<file path="src/mips_ctrl_pkg.sv">
package mips_ctrl_pkg;

    // ************************************************************
    // Memory access and write-back control encodings
    // ************************************************************

    // Access size shared by stores and loads
    typedef enum logic [1:0] {
        SIZE_BYTE = 2'd0,
        SIZE_HALF = 2'd1,
        SIZE_WORD = 2'd2
    } access_size_t;

    // Source of the value written back to the register file
    typedef enum logic [1:0] {
        WB_ALU  = 2'd0,
        WB_MEM  = 2'd1,
        WB_LUI  = 2'd2,
        WB_LINK = 2'd3
    } wb_src_t;

endpackage

</file>
<file path="src/writeback_select.sv">
`timescale 1ns/1ps

module writeback_select
    import mips_ctrl_pkg::*;
#(
    parameter int NBITS = 32
)
(
    input  logic [NBITS-1:0]   i_alu,
    input  logic [NBITS-1:0]   i_mem_data,
    input  logic [NBITS-1:0]   i_link_pc,
    input  logic [NBITS-1:0]   i_extension,
    input  access_size_t       i_load_size,
    input  logic               i_zero_extend,
    input  wb_src_t            i_wb_src,
    output logic [NBITS-1:0]   o_wb_data
);

    localparam int LANE_BITS = $clog2(NBITS / 8);

    logic [NBITS-1:0] byte_shift;
    logic [NBITS-1:0] half_shift;
    logic [7:0]       load_byte;
    logic [15:0]      load_half;
    logic [NBITS-1:0] load_data;

    // Move the addressed byte or half down to bit 0
    assign byte_shift = i_mem_data >> {i_alu[LANE_BITS-1:0], 3'b000};
    assign half_shift = i_mem_data >> {i_alu[LANE_BITS-1:1], 4'b0000};
    assign load_byte  = byte_shift[7:0];
    assign load_half  = half_shift[15:0];

    // Load filter
    always_comb
    begin
        case (i_load_size)
            SIZE_BYTE:
            begin
                if (i_zero_extend)
                    load_data = {{(NBITS-8){1'b0}}, load_byte};
                else
                    load_data = {{(NBITS-8){load_byte[7]}}, load_byte};
            end
            SIZE_HALF:
            begin
                if (i_zero_extend)
                    load_data = {{(NBITS-16){1'b0}}, load_half};
                else
                    load_data = {{(NBITS-16){load_half[15]}}, load_half};
            end
            default:
            begin
                load_data = i_mem_data;
            end
        endcase
    end

    // Result select
    always_comb
    begin
        case (i_wb_src)
            WB_MEM:  o_wb_data = load_data;
            WB_LUI:  o_wb_data = {i_extension[15:0], {(NBITS-16){1'b0}}};
            WB_LINK: o_wb_data = i_link_pc;
            default: o_wb_data = i_alu;
        endcase
    end

endmodule

</file>
<file path="config.mk">
export PLATFORM = sky130hd
export DESIGN_NAME = writeback_select
export DESIGN_NICKNAME = d
export VERILOG_FILES = /design/src/mips_ctrl_pkg.sv /design/src/writeback_select.sv
export SDC_FILE = /design/constraint.sdc
export NUM_CORES = 1
export LEC_CHECK = 0
export ABC_AREA = 1
export ABC_CLOCK_PERIOD_IN_PS = 3040
export BUFFER_PORTS_ARGS = -buffer_cell sky130_fd_sc_hd__buf_2
export CORE_MARGIN = 4
export CORE_UTILIZATION = 42
export DETAILED_ROUTE_END_ITERATION = 7
export GPL_TIMING_DRIVEN = 0
export PLACE_DENSITY_LB_ADDON = 0.15
export SYNTH_ARGS = -nofsm -noshare
export SYNTH_HDL_FRONTEND = slang
export SYNTH_SLANG_ARGS = --single-unit
</file>
<file path="constraint.sdc">
create_clock -name vclk -period 3.04
set_clock_uncertainty 0.05 [all_clocks]
set_input_delay 0.304 -clock vclk [all_inputs]
set_output_delay 0.304 -clock vclk [all_outputs]
set_load 0.05 [all_outputs]
</file>
==> impl_metrics.toml, run 1 <==
[outcome]
status = "complete, no violations"

[layout]
num-nets-final = 632
synthToLayoutAreaGrowth_pct = 46.3
n_clock_buffer = 0
numSequentialCells = 0
fillers = 409
regArea_um2 = 0
layout_commonest_cell = "nand2_1"
finalInstanceArea_um2 = 2500
n_antenna_cell = 0
final_cell_mix = "154 x nand2_1, 153 x buf_2, 53 x nand3_1"
drive_above_1_share_pct = 38.6

[grt]
grt_max_degree = 11
overflow = 0
antenna_found_initial = 0
use_met1_pct = 31.1
grt.busiest_layer = "met2"
grt_use_met3_pct = 2.81
grt.met2_usage_pct = 44.6
grt_pass1_wl_um = 10500
grt_pass1_vias = 2433
grt_usage_pct = 24.3

[die]
core_um2 = 3800
start_util_pct = 44.9
row_count = 22
die_area_um2 = 5150
die_y_um = 71.7
die_width_um = 71.7
ioPinCount = 165

[timing]
maxSlewHeadroom_pct = 59.4
slew_viol_final = 0
tns_ns = 0
rsz0062_at_grt = "no"
worst_pin_slew_ns = 0.608
min_period_over_period_pct = 70.3
fmax_mhz = 468
hold_viol_final = 0
min_period_ns = 2.14
setup_ws_ns = 0.903
setup_violations = 0

[placed_design]
dp_hpwl_um = 5520
dpl_cell_area_um2 = 2500
portBuffers = 146
globalplace.congestion = 0.898
post-place-ws_ns = 0.856

[power]
peakVddDrop_v = 0.000119
leakage_nw = 1.56
powerDensity_nw_per_um2 = 204

[run]
max_cap_violations = 0

[setup_path]
start_kind = "input pin"
crit_path_end_kind = "primary output"
critPathArrivalTime_ns = 1.78
crit_type = "input pin to primary output"
path_cells = "buf_2, nor2_1, clkbuf_1, nand2_1, nand3_2, buf_2"
path_max_fanout = 10
cp_slowest_cell = "clkbuf_1"
cp_common_cell = "buf_2"
cp_num_buf_inv = 3
crit_required_ns = 2.69
worst_path_largest_cell_delay_ns = 0.43
cpLargestDelayFamily = "buffers and inverters"

[synthesis]
yosys-top-cells-area = "nand2_1 34%, nand3_1 16%, nand3_2 11%, o21ai_0 9.7%, inv_1 9.0%"
synth_fp_nets = 484
synth.avg_cell_area_um2 = 4.86
synth_top_area_share_pct = 33.9
yosys.area.top_type = "nand2_1"
synth_cells = 351
synthesis.area_um2 = 1710
ys_types = 26
yosysWarnings = 0
seq_area_frac_synth_pct = 0

[drt]
wl_um = 6710
final_antenna_net_count = 0
vias = 2692
post-route-drc-count = 0
drt_iter0_markers = 167
drt-wirelength-per-cell_um = 12.3
firstDrtPassIters = 4
viasPerCell = 4.94

[min_path]
min_path_type = "input pin to primary output"

[clock_network]
postCtsHoldBufs = 0
post_cts_buffers = 0
cts-resized-gates = 0
==> report_power, final <==
group          switching, W  leakage (nW)  total [W]  internal [W]
combinational      0.000346          1.56   0.000510      0.000164
clock                     0             0          0             0
sequential                0             0          0             0
total              0.000346          1.56   0.000510      0.000164
==> final cells by class <==
type	count	area (µm²)	share of cell area, %
buffer	21	120	4.81
tap	48	60.1	2.40
multi-input combinational	283	1390	55.6
inverter	47	198	7.92
timing repair buffer	146	731	29.3
==> kinds of logic (layout without fill, tap and decap cells) <==
kind of cell           after synthesis  count (layout)  share of synthesized area (%)
AND/OR/NAND/NOR                    238             238                           68.0
AO/OA/AOI/OAI                       45              45                           13.4
buffers and inverters               68             214                           18.6
==> cell usage after synthesis, drive strengths merged <==
cell      n
a21oi    10
buf      12
bufinv    1
clkbuf    9
inv      46
nand2   160
nand3    71
nor2      6
o21ai    35
or2       1
==> layer usage <==
layer	vias up	part of all wire, %
met3	9	9.9
met5	-	0
met4	0	1.0
met2	129	48
met1	1154	41
li1	1400	-
==> worst min-delay path: stages <==
cell	delay (ns)
buf_2	0.09
nand2_1	0.05
nand3_1	0.06
buf_2	0.21
==> through the flow <==
step	cells	util [%]	hold WS [ns]	total power, W
after CTS	545	65.7	0.975	0.000510
after global placement	545	65.7	0.970	0.000503
after detailed placement	545	65.7	0.975	0.000508
after floorplan	351	-	0.815	0.000352
after global routing	545	65.7	0.989	0.000554
final	545	65.7	0.973	0.000510
==> final timing paths <==
path              cells after the start  slack, ns         from             to
setup / recovery                      6       0.90  i_wb_src[1]  o_wb_data[31]
hold / removal                        4       0.97     i_alu[3]   o_wb_data[3]
Power figures use the tool's default switching activity.
==> run 2: changes to the inputs <==
--- a/config.mk
+++ b/config.mk
@@ -6,10 +6,10 @@
 export NUM_CORES = 1
 export LEC_CHECK = 0
 export ABC_AREA = 1
-export ABC_CLOCK_PERIOD_IN_PS = 3040
+export ABC_CLOCK_PERIOD_IN_PS = 1950
 export BUFFER_PORTS_ARGS = -buffer_cell sky130_fd_sc_hd__buf_2
 export CORE_MARGIN = 4
-export CORE_UTILIZATION = 42
+export CORE_UTILIZATION = 35
 export DETAILED_ROUTE_END_ITERATION = 7
 export GPL_TIMING_DRIVEN = 0
 export PLACE_DENSITY_LB_ADDON = 0.15
==> constraint.sdc (replaced) <==
create_clock -name vclk -period 1.95
set_clock_uncertainty 0.05 [all_clocks]
set_input_delay 0.195 -clock vclk [all_inputs]
set_output_delay 0.195 -clock vclk [all_outputs]
set_load 0.05 [all_outputs]
==> run 2 against run 1 <==
Net effect:
- cell count up 3.5%
- via count is 2.2% lower
- critical path depth is 6 higher
- global-route usage is 2.8 points lower
- setup slack worse by 0.83 ns
- total power rose by 56%
- largest cell class unchanged
- largest power group unchanged
- worst hold slack worse by 0.22 ns
- routed wire length is 1.9% higher
- sequential share of layout area is the same
- clock-buffer cell count unchanged
==> impl_metrics.toml, run 2 (synthesized netlist as in run 1, its figures left out) <==
[outcome]
status = "complete, no violations"

[placed_design]
dp_hpwl_um = 5720
globalplace.congestion = 0.891
portBuffers = 146
dpl_cell_area_um2 = 2520

[setup_path]
crit_required_ns = 1.70
crit_type = "input pin to primary output"
start_kind = "input pin"
path_max_fanout = 10
crit_path_end_kind = "primary output"
critPathArrivalTime_ns = 1.63

[drt]
final_antenna_net_count = 0
vias = 2632
viasPerCell = 4.67
post-route-drc-count = 0
wl_um = 6840
firstDrtPassIters = 4
drt_iter0_markers = 217
drt-wirelength-per-cell_um = 12.1

[timing]
tns_ns = 0
setup_violations = 0
hold_viol_final = 0
fmax_mhz = 532
rsz0062_at_grt = "no"
worst_pin_slew_ns = 0.521
maxSlewHeadroom_pct = 65.3
min_period_over_period_pct = 96.4
min_period_ns = 1.88
slew_viol_final = 0

[grt]
overflow = 0
grt_pass1_vias = 2524
grt_usage_pct = 21.6
grt_max_degree = 11
antenna_found_initial = 0
grt_pass1_wl_um = 11200

[layout]
finalInstanceArea_um2 = 2530
layout_commonest_cell = "nand2_1"
num-nets-final = 632
drive_above_1_share_pct = 39.2
numSequentialCells = 0
n_clock_buffer = 0
regArea_um2 = 0
n_antenna_cell = 0
synthToLayoutAreaGrowth_pct = 48.1
final_cell_mix = "154 x nand2_1, 152 x buf_2, 53 x nand3_1"
fillers = 538

[die]
die_area_um2 = 6060
core_um2 = 4720
start_util_pct = 36.1
die_width_um = 77.8
die_y_um = 77.8
row_count = 25
ioPinCount = 165

[run]
max_cap_violations = 0

[min_path]
min_path_type = "input pin to primary output"

[power]
leakage_nw = 1.57
powerDensity_nw_per_um2 = 316
peakVddDrop_v = 0.000153

[clock_network]
postCtsHoldBufs = 0
post_cts_buffers = 0
==> run 2: cell count changes in the layout (fill, tap and decap cells not counted), sizes merged <==
cell	previous run	this run
buf	158	157
clkbuf	9	10
==> run 2: timing repair <==
item / in CTS / in global routing
endpoints found under the hold margin: 0 / 0
resized for setup: 1 / 5
setup endpoints to repair: 8 / 20
cloned: 0 / 0
==> run 2: final timing paths <==
check	startpoint	to	slack [ns]	cells after the start
worst min-delay path	i_alu[2]	o_wb_data[2]	0.75	4
worst max-delay path	i_load_size[0]	o_wb_data[15]	0.07	12
==> run 2: layer usage <==
metal | vias to the layer above | wire, µm | track usage (%)
li1 | 1398 | - | -
met1 | 1107 | 2860 | 27.0
met2 | 121 | 3180 | 38.5
met3 | 6 | 758 | 4.18
met4 | 0 | 44 | 3.02
met5 | - | 0 | 0
==> run 2: area by class of cell <==
class,instances,area (µm²),area share (%)
buffer,21,124,4.90
timing repair buffer,146,733,29.0
multi-input combinational,283,1390,55.0
tap,67,83.8,3.32
inverter,47,198,7.82
==> run 2: power breakdown <==
part | total (W) | leakage [nW] | internal (W) | switching [W]
combinational | 0.000798 | 1.57 | 0.000258 | 0.000540
clock | 0 | 0 | 0 | 0
sequential | 0 | 0 | 0 | 0
total | 0.000798 | 1.57 | 0.000258 | 0.000540
==> run 2: worst max-delay path, cell delays in order <==
cell and delay, ns:
buf_2 0.11, bufinv_8 0.19, nand2_8 0.08, nor2_8 0.17, nand2_4 0.07, nand2_4 0.09
nand2_8 0.09, nand2_8 0.10, buf_12 0.14, nand3_2 0.07, nand3_1 0.07, buf_2 0.26
==> run 2: through the flow <==
step / setup WS [ns] / utilization [%] / instances / total power, W / hold slack [ns]
final: 0.0704 / 53.5 / 564 / 0.000798 / 0.755
after floorplan: 0.282 / - / 351 / 0.000550 / 0.597
after global routing: 0.00896 / 53.5 / 564 / 0.000870 / 0.772
after global placement: -0.0173 / 53.4 / 564 / 0.000793 / 0.752
after detailed placement: -0.0399 / 53.4 / 564 / 0.000797 / 0.756
after CTS: 0.0409 / 53.4 / 564 / 0.000801 / 0.757
==> run 3: changes to the inputs <==
--- a/config.mk
+++ b/config.mk
@@ -8,8 +8,10 @@
 export ABC_AREA = 1
 export ABC_CLOCK_PERIOD_IN_PS = 1950
 export BUFFER_PORTS_ARGS = -buffer_cell sky130_fd_sc_hd__buf_2
+export CELL_PAD_IN_SITES_DETAIL_PLACEMENT = 1
+export CELL_PAD_IN_SITES_GLOBAL_PLACEMENT = 2
 export CORE_MARGIN = 4
-export CORE_UTILIZATION = 35
+export CORE_UTILIZATION = 14
 export DETAILED_ROUTE_END_ITERATION = 7
 export GPL_TIMING_DRIVEN = 0
 export PLACE_DENSITY_LB_ADDON = 0.15
==> run 3 against run 2 <==
Net effect:
- total power increased by 4.2%
- die area rose by 130%
- cell count is 15% higher
- worst hold slack worse by 0.010 ns
- design area rose by 5.6%
- first-iteration DRC count fell by 59%
- sequential cell count unchanged
- utilization shrank 31 points
- largest power group unchanged
- highest routed layer unchanged
==> impl_metrics.toml, run 3 (synthesized netlist as in run 1, its figures left out) <==
[die]
ioPinCount = 165
core_um2 = 12000
die_y_um = 118
die_width_um = 118
row_count = 40
start_util_pct = 14.3
die_area_um2 = 14000

[min_path]
min_to = "o_wb_data[29]"
worstHoldStart = "i_alu[29]"
min_path_cells = 4
min_path_type = "input pin to primary output"

[drt]
firstDrtPassIters = 5
vias = 2620
drt-wirelength-per-cell_um = 14.4
viasPerCell = 4.06
drt_iter0_markers = 90
post-route-drc-count = 0
final_antenna_net_count = 0
wl_um = 9300

[setup_path]
cpLargestDelayFamily = "simple AND/OR/NAND/NOR gates"
cp_slowest_cell = "buf_2"
cp_common_cell = "nand2_8"
cp_num_buf_inv = 4
critPathArrivalTime_ns = 1.61
start_kind = "input pin"
crit_path_end_kind = "primary output"
crit_required_ns = 1.70
path_max_fanout = 10
worst_path_largest_cell_delay_ns = 0.25
path_cells = "buf_2, bufinv_8, nand2_8, nor2_8, nand2_4, nand2_4, nand2_8, nand2_8, buf_12, nand3_2, nand3_2, buf_2"
crit_type = "input pin to primary output"

[outcome]
status = "complete, no violations"

[grt]
grt_usage_pct = 12.6
grt_pass1_vias = 2771
grt_pass1_wl_um = 14700
overflow = 0
antenna_found_initial = 0
grt_max_degree = 11

[power]
leakage_nw = 1.59
peakVddDrop_v = 0.000114
powerDensity_nw_per_um2 = 311
total_power_w = 0.000831

[layout]
n_antenna_cell = 0
drive_above_1_share_pct = 40.1
layout_commonest_cell = "nand2_1"
num-nets-final = 634
final_cells = 646
n_clock_buffer = 0
fin_util_pct = 22.3
numSequentialCells = 0
fillers = 1624
regArea_um2 = 0
synthToLayoutAreaGrowth_pct = 56.5
final_cell_mix = "154 x nand2_1, 144 x buf_2, 53 x nand3_1"

[timing]
min_period_over_period_pct = 95.4
holdWs_ns = 0.744
worst_pin_slew_ns = 0.522
fmax_mhz = 538
maxSlewHeadroom_pct = 65.2
setup_violations = 0
slew_viol_final = 0
tns_ns = 0
rsz0062_at_grt = "no"
hold_viol_final = 0
min_period_ns = 1.86

[placed_design]
dp.cells = 644
portBuffers = 146
dp_hpwl_um = 7960
globalplace.congestion = 0.780

[run]
max_cap_violations = 0
## run 3: changes by cell type in the layout (fill, tap and decap cells not counted)
cell	delta
a21oi_1	-1
a21oi_2	+1
buf_2	-8
buf_4	+2
clkbuf_1	-1
clkbuf_2	+1
clkbuf_4	+8
nor2_1	-1
nor2_2	+1
## run 3: routing by layer
metal / track usage [%] / up-vias / routed length, µm
li1: - / 1405 / -
met1: 17.1 / 1111 / 4520
met2: 21.9 / 102 / 4060
met3: 2.78 / 2 / 703
met4: 0 / 0 / 22
met5: 0 / - / 0
## run 3: report_power, final
group          total, W  leakage, nW  internal [W]  switching [W]
Sequential            0            0             0              0
Clock                 0            0             0              0
Combinational  0.000831         1.59      0.000269       0.000562
## run 3: how the worst max path moves through the flow
stage	start	to	slack [ns]	cells past startpoint
2_1_floorplan	i_alu[1]	o_wb_data[15]	0.28	11
3_3_place_gp	i_wb_src[1]	o_wb_data[29]	-0.07	6
3_5_place_dp	i_wb_src[1]	o_wb_data[30]	-0.09	6
4_1_cts	i_load_size[0]	o_wb_data[29]	0.01	12
5_1_grt	i_load_size[0]	o_wb_data[17]	0.009	12
6_report	i_load_size[0]	o_wb_data[19]	0.09	12
## run 3: cell type report
type                       count  area, µm²  share of cell area, %
tap                          147        184                   6.89
timing repair buffer         148        768                   28.8
multi-input combinational    283       1400                   52.2
buffer                        21        125                   4.69
inverter                      47        198                   7.40
## run 3: metrics by stage
step,area (µm²),worst slack (ns)
after floorplan,1710,0.282
after global placement,2620,-0.0713
after detailed placement,2620,-0.0915
after CTS,2630,0.0120
after global routing,2670,0.00909
final,2670,0.0903
## run 3: repair_timing
action	4_1_cts	5_1_grt
resized for setup	3	13
endpoints found under the setup margin	21	21
pin swaps	0	1
buffers inserted	0	2
hold buffers	0	0
hold endpoints to repair	0	0
